File: src/verilog/mvu_pkg.sv
// ======================================================================
// MVU shared definitions
// ======================================================================
`default_nettype none

package mvu_pkg;

    localparam int N_LANES        = 8;      // Lanes per word
    localparam int B_ELEM         = 4;      // Signed element width
    localparam int B_WORD         = 32;     // Memory and APB word width
    localparam int B_ACC          = 32;     // Row accumulator width
    localparam int B_MEMA         = 8;      // Memory word address width
    localparam int B_LEN          = 8;      // Loop length width
    localparam int B_MSBIDX       = 5;      // Quantizer MSB index width
    localparam int B_PADDR        = 12;     // APB address width
    localparam int MEM_RD_LATENCY = 1;      // Registered memory read

    // APB register map, byte offsets
    localparam logic [B_PADDR-1:0] REG_CTRL    = 12'h000;  // start, irq enable
    localparam logic [B_PADDR-1:0] REG_STATUS  = 12'h004;  // busy, done, irq pending
    localparam logic [B_PADDR-1:0] REG_IBASE   = 12'h008;
    localparam logic [B_PADDR-1:0] REG_WBASE   = 12'h00C;
    localparam logic [B_PADDR-1:0] REG_OBASE   = 12'h010;
    localparam logic [B_PADDR-1:0] REG_ISTRIDE = 12'h014;
    localparam logic [B_PADDR-1:0] REG_LENGTH0 = 12'h018;  // Chunks per row minus 1
    localparam logic [B_PADDR-1:0] REG_LENGTH1 = 12'h01C;  // Rows minus 1
    localparam logic [B_PADDR-1:0] REG_MSBIDX  = 12'h020;
    localparam logic [B_PADDR-1:0] DMEM_BASE   = 12'h400;  // Data memory window
    localparam logic [B_PADDR-1:0] WMEM_BASE   = 12'h800;  // Weight memory window

    typedef logic [B_MEMA-1:0]       mem_addr_t;
    typedef logic [B_WORD-1:0]       word_t;
    typedef logic signed [B_ACC-1:0] acc_t;
    typedef logic [B_LEN-1:0]        len_t;
    typedef logic [B_MSBIDX-1:0]     msbidx_t;

    typedef struct packed {
        mem_addr_t ibase;       // First input chunk
        mem_addr_t wbase;       // First weight chunk
        mem_addr_t obase;       // First output word
        mem_addr_t istride;     // Input step between chunks
        len_t      length0;     // Chunks per row minus 1
        len_t      length1;     // Rows minus 1
        msbidx_t   msbidx;      // Quantizer MSB position
    } job_cfg_t;

    typedef struct packed {
        logic      en;
        logic      we;
        mem_addr_t addr;
        word_t     wdata;
    } host_mem_req_t;

    typedef struct packed {
        logic valid;
        logic row_last;         // Last chunk of a row
        logic job_last;         // Last chunk of the job
    } agu_cmd_t;

    typedef enum logic {IDLE, RUN} agu_state_t;

endpackage

`default_nettype wire

File: src/verilog/vvp_datapath.sv
// ======================================================================
// Vector dot product, quantize and pack
// ======================================================================
`timescale 1ns/100ps
`default_nettype none

module vvp_datapath (
    input  logic                  clk,
    input  logic                  reset,
    input  mvu_pkg::job_cfg_t     cfg,
    input  mvu_pkg::agu_cmd_t     cmd,
    input  mvu_pkg::word_t        iword,
    input  mvu_pkg::word_t        wword,
    output logic                  wr_en,
    output mvu_pkg::mem_addr_t    wr_addr,
    output mvu_pkg::word_t        wr_data,
    output logic                  job_finished
);

    localparam int PIPE_LEN = mvu_pkg::MEM_RD_LATENCY + 2;     // Read, product, tree
    localparam int B_PROD   = 2 * mvu_pkg::B_ELEM;
    localparam int B_SLOT   = $clog2(mvu_pkg::N_LANES);

    mvu_pkg::agu_cmd_t        cmd_pipe [PIPE_LEN];
    mvu_pkg::agu_cmd_t        cmd_q;                           // Aligned with sum_q
    logic signed [B_PROD-1:0] prod [mvu_pkg::N_LANES];
    mvu_pkg::acc_t            sum_c;
    mvu_pkg::acc_t            sum_q;
    mvu_pkg::acc_t            acc;
    mvu_pkg::acc_t            acc_next;
    mvu_pkg::acc_t            shifted;
    mvu_pkg::msbidx_t         shamt;
    logic [mvu_pkg::B_ELEM-1:0] qval;
    logic                     row_first;
    logic [B_SLOT-1:0]        slot;                            // Output lane of next row
    mvu_pkg::word_t           pack;
    mvu_pkg::word_t           pack_c;
    mvu_pkg::mem_addr_t       word_idx;

    assign cmd_q = cmd_pipe[PIPE_LEN-1];

    // Control travels alongside the data
    always_ff @(posedge clk) begin
        if (reset) begin
            for (int s = 0; s < PIPE_LEN; s++) cmd_pipe[s] <= '0;
        end else begin
            cmd_pipe[0] <= cmd;
            for (int s = 1; s < PIPE_LEN; s++) cmd_pipe[s] <= cmd_pipe[s-1];
        end
    end

    always_ff @(posedge clk) begin
        for (int i = 0; i < mvu_pkg::N_LANES; i++) begin
            prod[i] <= $signed(iword[i*mvu_pkg::B_ELEM +: mvu_pkg::B_ELEM]) *
                       $signed(wword[i*mvu_pkg::B_ELEM +: mvu_pkg::B_ELEM]);
        end
        sum_q <= sum_c;
    end

    always_comb begin
        sum_c = '0;
        for (int i = 0; i < mvu_pkg::N_LANES; i++) sum_c = sum_c + mvu_pkg::acc_t'(prod[i]);
    end

    // Row total, then shift to the 4-bit result window
    always_comb begin
        acc_next = row_first ? sum_q : acc + sum_q;           // Load on first chunk
        // MSB index below 3 keeps the raw sum
        shamt    = (cfg.msbidx < mvu_pkg::msbidx_t'(mvu_pkg::B_ELEM - 1)) ? '0 :
                   cfg.msbidx - mvu_pkg::msbidx_t'(mvu_pkg::B_ELEM - 1);
        shifted  = acc_next >>> shamt;
        if (shifted > 7) qval = 4'h7;                         // Saturate high
        else if (shifted < -8) qval = 4'h8;                   // Saturate low
        else qval = shifted[mvu_pkg::B_ELEM-1:0];
        pack_c = pack;
        pack_c[slot*mvu_pkg::B_ELEM +: mvu_pkg::B_ELEM] = qval;
    end

    always_ff @(posedge clk) begin
        if (reset) begin
            row_first    <= 1'b1;
            slot         <= '0;
            pack         <= '0;
            word_idx     <= '0;
            wr_en        <= 1'b0;
            job_finished <= 1'b0;
        end else begin
            wr_en        <= 1'b0;
            job_finished <= cmd_q.valid & cmd_q.job_last;
            if (cmd_q.valid) begin
                acc       <= acc_next;
                row_first <= cmd_q.row_last;
                if (cmd_q.row_last) begin
                    if (slot == B_SLOT'(mvu_pkg::N_LANES - 1) || cmd_q.job_last) begin
                        wr_en    <= 1'b1;                     // Full word or job end
                        wr_data  <= pack_c;
                        wr_addr  <= cfg.obase + word_idx;
                        pack     <= '0;                       // Unused lanes stay zero
                        slot     <= '0;
                        word_idx <= cmd_q.job_last ? '0 : word_idx + 1'b1;
                    end else begin
                        pack <= pack_c;
                        slot <= slot + 1'b1;
                    end
                end
            end
        end
    end

endmodule

`default_nettype wire

File: config.mk
export PLATFORM = sky130hd
export DESIGN_NAME = vvp_datapath
export DESIGN_NICKNAME = d
export VERILOG_FILES = /design/src/verilog/mvu_pkg.sv /design/src/verilog/vvp_datapath.sv
export SDC_FILE = /design/constraint.sdc
export NUM_CORES = 1
export LEC_CHECK = 0
export ABC_AREA = 1
export BUFFER_PORTS_ARGS = -buffer_cell sky130_fd_sc_hd__buf_2
export CAP_MARGIN = 25
export CORE_MARGIN = 2
export CORE_UTILIZATION = 55
export CTS_CLUSTER_DIAMETER = 80
export CTS_CLUSTER_SIZE = 40
export DETAILED_ROUTE_END_ITERATION = 7
export PLACE_DENSITY = 0.81
export SYNTH_ARGS = -nofsm -noshare
export SYNTH_HDL_FRONTEND = slang
export SYNTH_SLANG_ARGS = --single-unit
export TNS_END_PERCENT = 10
File: constraint.sdc
create_clock -name clk -period 6.3 [get_ports clk]
set_input_delay 0.945 -clock clk [delete_from_list [all_inputs] [get_ports clk]]
set_output_delay 0.945 -clock clk [all_outputs]
set_load 0.02 [all_outputs]
==> results of run 1 <==
==> through the flow <==
stage          instances  instance area [sq um]  hold slack [ns]  util, %  setup WS (ns)
2_1_floorplan       2464                  18200            0.388        -           2.25
3_3_place_gp        2981                  19200            0.391     58.9           1.46
3_5_place_dp        2982                  19200            0.392     59.0           1.35
4_1_cts             3006                  19800            0.410     60.7           1.71
5_1_grt             3011                  19800            0.435     60.9           1.20
6_report            3011                  19800            0.410     60.9           1.64
==> critical path, stage by stage (launching register included) <==
cell,delay (ns)
dfxtp_1,1.01
ha_1,0.43
nand2_1,0.19
inv_2,0.04
nand2_1,0.06
nand2_1,0.06
nand2_1,0.08
nand2_1,0.09
a21oi_1,0.21
nand2_1,0.10
nand2_1,0.07
nand3_1,0.17
nand3_1,0.20
nand3_1,0.15
nand3_1,0.16
nand3_1,0.16
nand3_1,0.15
nand3_1,0.07
nor2_1,0.09
nand2_1,0.06
nor2_1,0.17
nand2_1,0.09
nand2_2,0.08
nand2_1,0.08
nand2_2,0.13
nand4_1,0.22
a21oi_1,0.22
==> sequential cells by signal, summed over array words and instances, names as in the netlist <==
signal	count
cmd_pipe	9
slot	3
wr_en	1
sum_q	15
row_first	1
job_finished	1
wr_addr	8
pack	32
word_idx	8
prod	64
wr_data	32
acc	32
==> routing by layer <==
layer  vias to the layer above  part of all wire, %  track usage [%]
li1                       7913                    -                -
met1                      7353                   43             32.8
met2                       480                   49             45.1
met3                        96                  5.4             2.43
met4                         0                  3.4             8.13
met5                         -                    0                0
==> cell families (layout without fill, tap and decap cells) <==
logic type	after synthesis	count (layout)	share of synthesized area, %
and+or+nand+nor	1202	1202	28.9
buffers and inverters	527	632	11.1
adders and majority gates	282	282	24.5
DFF	206	206	26.6
AOI/OAI and AO/OA	171	171	5.22
xor gates and xnor gates	76	76	3.65
==> cells in the final DEF, fill, tap and decap left out, types with 3 or more instances in the layout <==
master / synthesis / final
nand2_1: 652 / 652
inv_1: 451 / 451
nand3_1: 316 / 316
ha_1: 156 / 156
dfxtp_1: 134 / 134
nor2_1: 131 / 127
fa_1: 126 / 126
buf_2: 32 / 124
a21oi_1: 79 / 79
edfxtp_1: 72 / 72
o21ai_0: 53 / 53
xor2_1: 44 / 44
xnor2_1: 32 / 32
or2_2: 26 / 26
nand2_2: 19 / 19
nand3_2: 15 / 15
clkbuf_16: 0 / 15
nand4_1: 14 / 14
inv_2: 13 / 13
nor2_2: 8 / 11
buf_4: 2 / 10
nor3_1: 9 / 9
o21ai_1: 7 / 7
a22o_1: 7 / 7
o21bai_1: 5 / 5
clkinv_1: 4 / 4
a21oi_2: 4 / 4
o22ai_1: 4 / 4
o211ai_1: 4 / 4
clkinv_16: 0 / 4
nor2_4: 2 / 3
==> worst paths after layout <==
kind	from	endpoint	slack, ns
max	sum_q[30]$_DFF_P_	wr_data[21]$_DFFE_PP_	1.64
min	cmd_pipe[0][0]$_SDFF_PP0_	cmd_pipe[0][3]$_SDFF_PP0_	0.41
max reg2reg	sum_q[30]$_DFF_P_	wr_data[21]$_DFFE_PP_	1.64
min reg2reg	cmd_pipe[0][0]$_SDFF_PP0_	cmd_pipe[0][3]$_SDFF_PP0_	0.41
==> final cells by class <==
class / count / area [sq um] / share of cell area [%]
well taps: 442 / 553 / 2.79
flip-flops and latches: 206 / 4840 / 24.4
clock inverters: 9 / 179 / 0.901
clock buffers: 15 / 375 / 1.89
inverters: 469 / 1770 / 8.89
multi-input cells: 1731 / 11400 / 57.3
repair buffers: 139 / 761 / 3.83
==> metrics.cfg, run 1 <==
[floorplanning]
design.core.area_sq_um=32600
fp.dieArea_sq_um=34600
chipWidth_um=186
rows=66
start_util_pct=55.9
die_y_um=186
pin_count=164

[global_route]
grt_antenna_before_repair=0
first_global_vias=15700
grt_max_degree=53
overall_routing_resource_usage_pct=25.5
grt_first_pass_wirelength_mm=72.0
grt-ovfl-total=0

[yosys]
seq_total_area_yosys_pct=26.6
synth.avg_cell_area_sq_um=7.40
synth_common_cells=652 x nand2_1, 451 x inv_1, 316 x nand3_1
synth_warnings=0
synthDistinctLibCells=48
yosys.cell_count.top_type=nand2_1
synth-edff-count=72
synth_top_cells_by_area=dfxtp_1 15%, fa_1 14%, nand2_1 13%
yosys_most_used_dff=dfxtp_1
yosys.area.top_type=dfxtp_1
ys_seq_elements=206
net_count_after_synthesis=2868
synth.top_cell.area_share_pct=14.7
async_reset_ff_share_pct=0
synthesis.instances=2464
netlist_area_sq_um=18200

[routing]
routed-via-count=15800
ant_nets=0
first_drt_iteration_drcs=1225
drt_first_pass_iters=6
via_per_inst=5.26
route.detailed.drc=0
routed_wl_mm=43.2
routed_wire_length_per_instance_um=14.4

[cells_and_area]
area.growth.synth_to_final_pct=8.87
filler_cell_count=2888
nNetsFinal=2965
drive_above_1_share_pct=10.2
antenna-diode-count=0

[sta]
setup_total_negative_slack_ns=0
timing.final.setup_violations=0
hold_viol_final=0
fmaxAchievable_mhz=214
setup_repair_after_global_routing_missed_its_margin=no
period_minus_slack_ns=4.66
tightest_slew_ns=1.14
post-route-period-util_pct=74.0
finalClockSkew_ns=0.0395
drv_slew=0
slew-limit-headroom_pct=23.6

[place]
port-buffer-count=123
gp_congestion=0.905
detailed_place_hpwl_mm=34.4

[clock_network]
clock_tree.root_cell=clkbuf_16
clock_sinks=206
ctsLongestPathBuffers=3
clkLatencyLatePin_ns=0.53
worst_setup_hold_path_clk_slew_ns=0.12
post_cts_hold_buffer_count=0
tritoncts=built
cts_htree_levels=1
post-cts-setup-buffers=0
number_of_cts_inserted_buffers=14
cts_resized=0

[min_path]
hold_path.class=reg -> reg
hold_critical_path_depth=2

[worst_setup_path]
worstSetupEndpointType=flop
kind_of_start_point_of_the_critical_path=flop
arrival_ns=5.04
required_ns=6.68
crit_type=reg -> reg
reg2reg_depth=26
path_max_fanout=20

[flow_run]
max-cap-violations=0

[outcome]
run_status=finished, final reports clean

Power of run 1 is left out: the tool's default activity adds up to more than one toggle a clock period on the data nets, which glitch-free logic cannot reach.
==> inputs of run 2 (changes only) <==
Settings changed: PLACE_DENSITY 0.81 to 0.84.
Clock period 6.3 ns to 3.9 ns, I/O delays scaled along.
==> run 2 against run 1 <==
Clock skew grew 0.038 ns; final cell count rose by 2.5%; worst setup slack worse by 1.8 ns; the run now ends with setup timing left; critical endpoint is now sum_q[30]$_DFF_P_; critical path depth is 12 lower; design area up 11%; core utilization increased by 6.9 points; maximum frequency increased by 15%; non-clock buffer count up 77; register-to-register slack worse by 1.8 ns; routed wire length increased by 13%; worst hold slack got worse by 0.14 ns.
==> metrics.cfg, run 2 (synthesis gave the netlist of run 1 again) <==
[place]
place.detailed.instances=3033  ; +1.7%
detailed_place_hpwl_mm=35.8  ; +4.1%
gp_congestion=0.954  ; +5.4%
port-buffer-count=123  ; unchanged
pre_cts_slack_ns=-0.189  ; -1.54 ns

[floorplanning]
start_util_pct=55.9  ; unchanged
design.core.area_sq_um=32600  ; unchanged
fp.dieArea_sq_um=34600  ; unchanged
chipWidth_um=186  ; unchanged
die_y_um=186  ; unchanged
pin_count=164  ; unchanged
rows=66  ; unchanged

[global_route]
grt_max_degree=43  ; -19%
overall_routing_resource_usage_pct=26.6  ; +1.1 points
first_global_vias=16200  ; +3.3%
grt_antenna_before_repair=0  ; unchanged
grt_first_pass_wirelength_mm=75.0  ; +4.2%
grt-ovfl-total=0  ; unchanged

[sta]
hold_viol_final=0  ; unchanged
finalClockSkew_ns=0.0771  ; +0.0376 ns
setup_repair_after_global_routing_missed_its_margin=yes
hold_slack_ns=0.265  ; -0.145 ns
fmaxAchievable_mhz=247  ; +15%
post-route-worst-setup-slack_ns=-0.152  ; -1.79 ns
slew-limit-headroom_pct=12.4  ; -11 points
period_minus_slack_ns=4.05  ; -0.612 ns
tightest_slew_ns=1.30  ; +0.167 ns
drv_slew=0  ; unchanged
timing.final.setup_violations=18  ; +18
post-route-period-util_pct=104  ; +30 points

[worst_setup_path]
critical-path-slowest-cell=fa_1
crit_buf_inv=1  ; unchanged
critical-path-top-cell-by-count=fa_1
path_max_fanout=2  ; -90%
crit_path_cells=fa_1 > fa_1 > fa_1 > fa_1 > ha_2 > inv_2 > fa_2 > o21ai_2 > a21oi_2 > o21bai_1 > a21oi_1 > o21bai_1 > a211o_1 > a21oi_2
arrival_ns=4.47  ; -0.57 ns
worstSetupEndpointType=flop
required_ns=4.31  ; -2.37 ns
kind_of_start_point_of_the_critical_path=flop
crit_type=reg -> reg
cpLargestDelayFamily=adder cells
critical-path-max-stage-delay_ns=0.57  ; -0.44 ns

[outcome]
violated_checks=setup timing
run_status=complete, but fails checks

[routing]
drt_first_pass_iters=7  ; +1
first_drt_iteration_drcs=1835  ; +50%
routed_wire_length_per_instance_um=15.9  ; +11%
ant_nets=0  ; unchanged
routed_wl_mm=49.1  ; +13%
via_per_inst=5.49  ; +4.4%
routed-via-count=17000  ; +7.0%
route.detailed.drc=0  ; unchanged

[clock_network]
clkLatencyLatePin_ns=0.53  ; about the same
clock_sinks=206  ; unchanged
clock_tree.root_cell=clkbuf_16
ctsLongestPathBuffers=3  ; unchanged
tritoncts=built
number_of_cts_inserted_buffers=13  ; -1
worst_setup_hold_path_clk_slew_ns=0.14  ; +0.02 ns
post_cts_hold_buffer_count=0  ; unchanged
cts_htree_levels=1  ; unchanged

[cells_and_area]
area.growth.synth_to_final_pct=21.2
regMostFlops=prod
finalNonFillerCells=3087  ; +2.5%
layout.cells.most_common_list=573 x nand2_1, 439 x inv_1, 212 x nand3_1
drive_above_1_share_pct=24.0  ; +14 points
largest_reg_flops=64  ; unchanged
antenna-diode-count=0  ; unchanged
final_core_utilization_pct=67.7  ; +6.9 points
nNetsFinal=3042  ; +2.6%
filler_cell_count=2386  ; -17%
layout.cells.most_common=nand2_1

[flow_run]
max-cap-violations=0  ; unchanged

[min_path]
hold_path.class=in -> reg

-- run 2: cell count changes in the layout (fill, tap and decap cells not counted), sizes merged --
cell | previous run | this run
inv | 469 | 467
clkinvlp | 0 | 1
clkbuf | 18 | 15
buf | 136 | 214
clkinv | 9 | 11
-- run 2: worst reg2reg max path, cell delays in order (launching register included) --
cell      delay [ns]
dfxtp_2         0.34
fa_1            0.50
fa_1            0.57
fa_1            0.43
fa_1            0.51
ha_2            0.17
inv_2           0.04
fa_2            0.35
o21ai_2         0.18
a21oi_2         0.07
o21bai_1        0.18
a21oi_1         0.09
o21bai_1        0.21
a211o_1         0.23
a21oi_2         0.07
-- run 2: timing repair --
item,4_1_cts,5_1_grt
pin swaps,30,127
gates resized for setup,39,339
setup endpoints to repair,51,54
buffers inserted,5,22
gates cloned,0,4
-- run 2: worst paths after layout --
path,start,end,slack [ns],cells past startpoint
worst min register to register,cmd_pipe[0][0]$_SDFF_PP0_,cmd_pipe[0][3]$_SDFF_PP0_,0.41,2
worst max-delay path,prod[1][10]$_DFF_P_,sum_q[30]$_DFF_P_,-0.15,14
worst min-delay path,cmd[2],cmd_pipe[0][2]$_SDFF_PP0_,0.27,3
worst max register to register,prod[1][10]$_DFF_P_,sum_q[30]$_DFF_P_,-0.15,14
-- run 2: cell type report --
type	instances	area (sq um)	area share, %
Multi-Input combinational cell	1731	13000	58.7
Timing Repair Buffer	216	1420	6.42
Tap cell	442	553	2.50
Sequential cell	206	4850	22.0
Inverter	469	1780	8.04
Timing Repair inverter	1	7.51	0.0340
Clock inverter	9	198	0.895
Clock buffer	13	325	1.47
-- run 2: metal layers --
layer / up-vias / wire length [um] / GRT usage, %
li1: 8084 / - / -
met1: 7933 / 19700 / 33.9
met2: 755 / 23900 / 46.3
met3: 184 / 3010 / 2.47
met4: 0 / 2480 / 11.0
met5: - / 0 / 0
-- run 2: through the flow --
step	setup TNS, ns	cell area (sq um)
2_1_floorplan	0	18200
3_3_place_gp	-0.457	19700
3_5_place_dp	-1.87	19700
4_1_cts	-0.565	20400
5_1_grt	-12.87	22100
6_report	-0.862	22100
Power of run 2 is left out for the same reason.
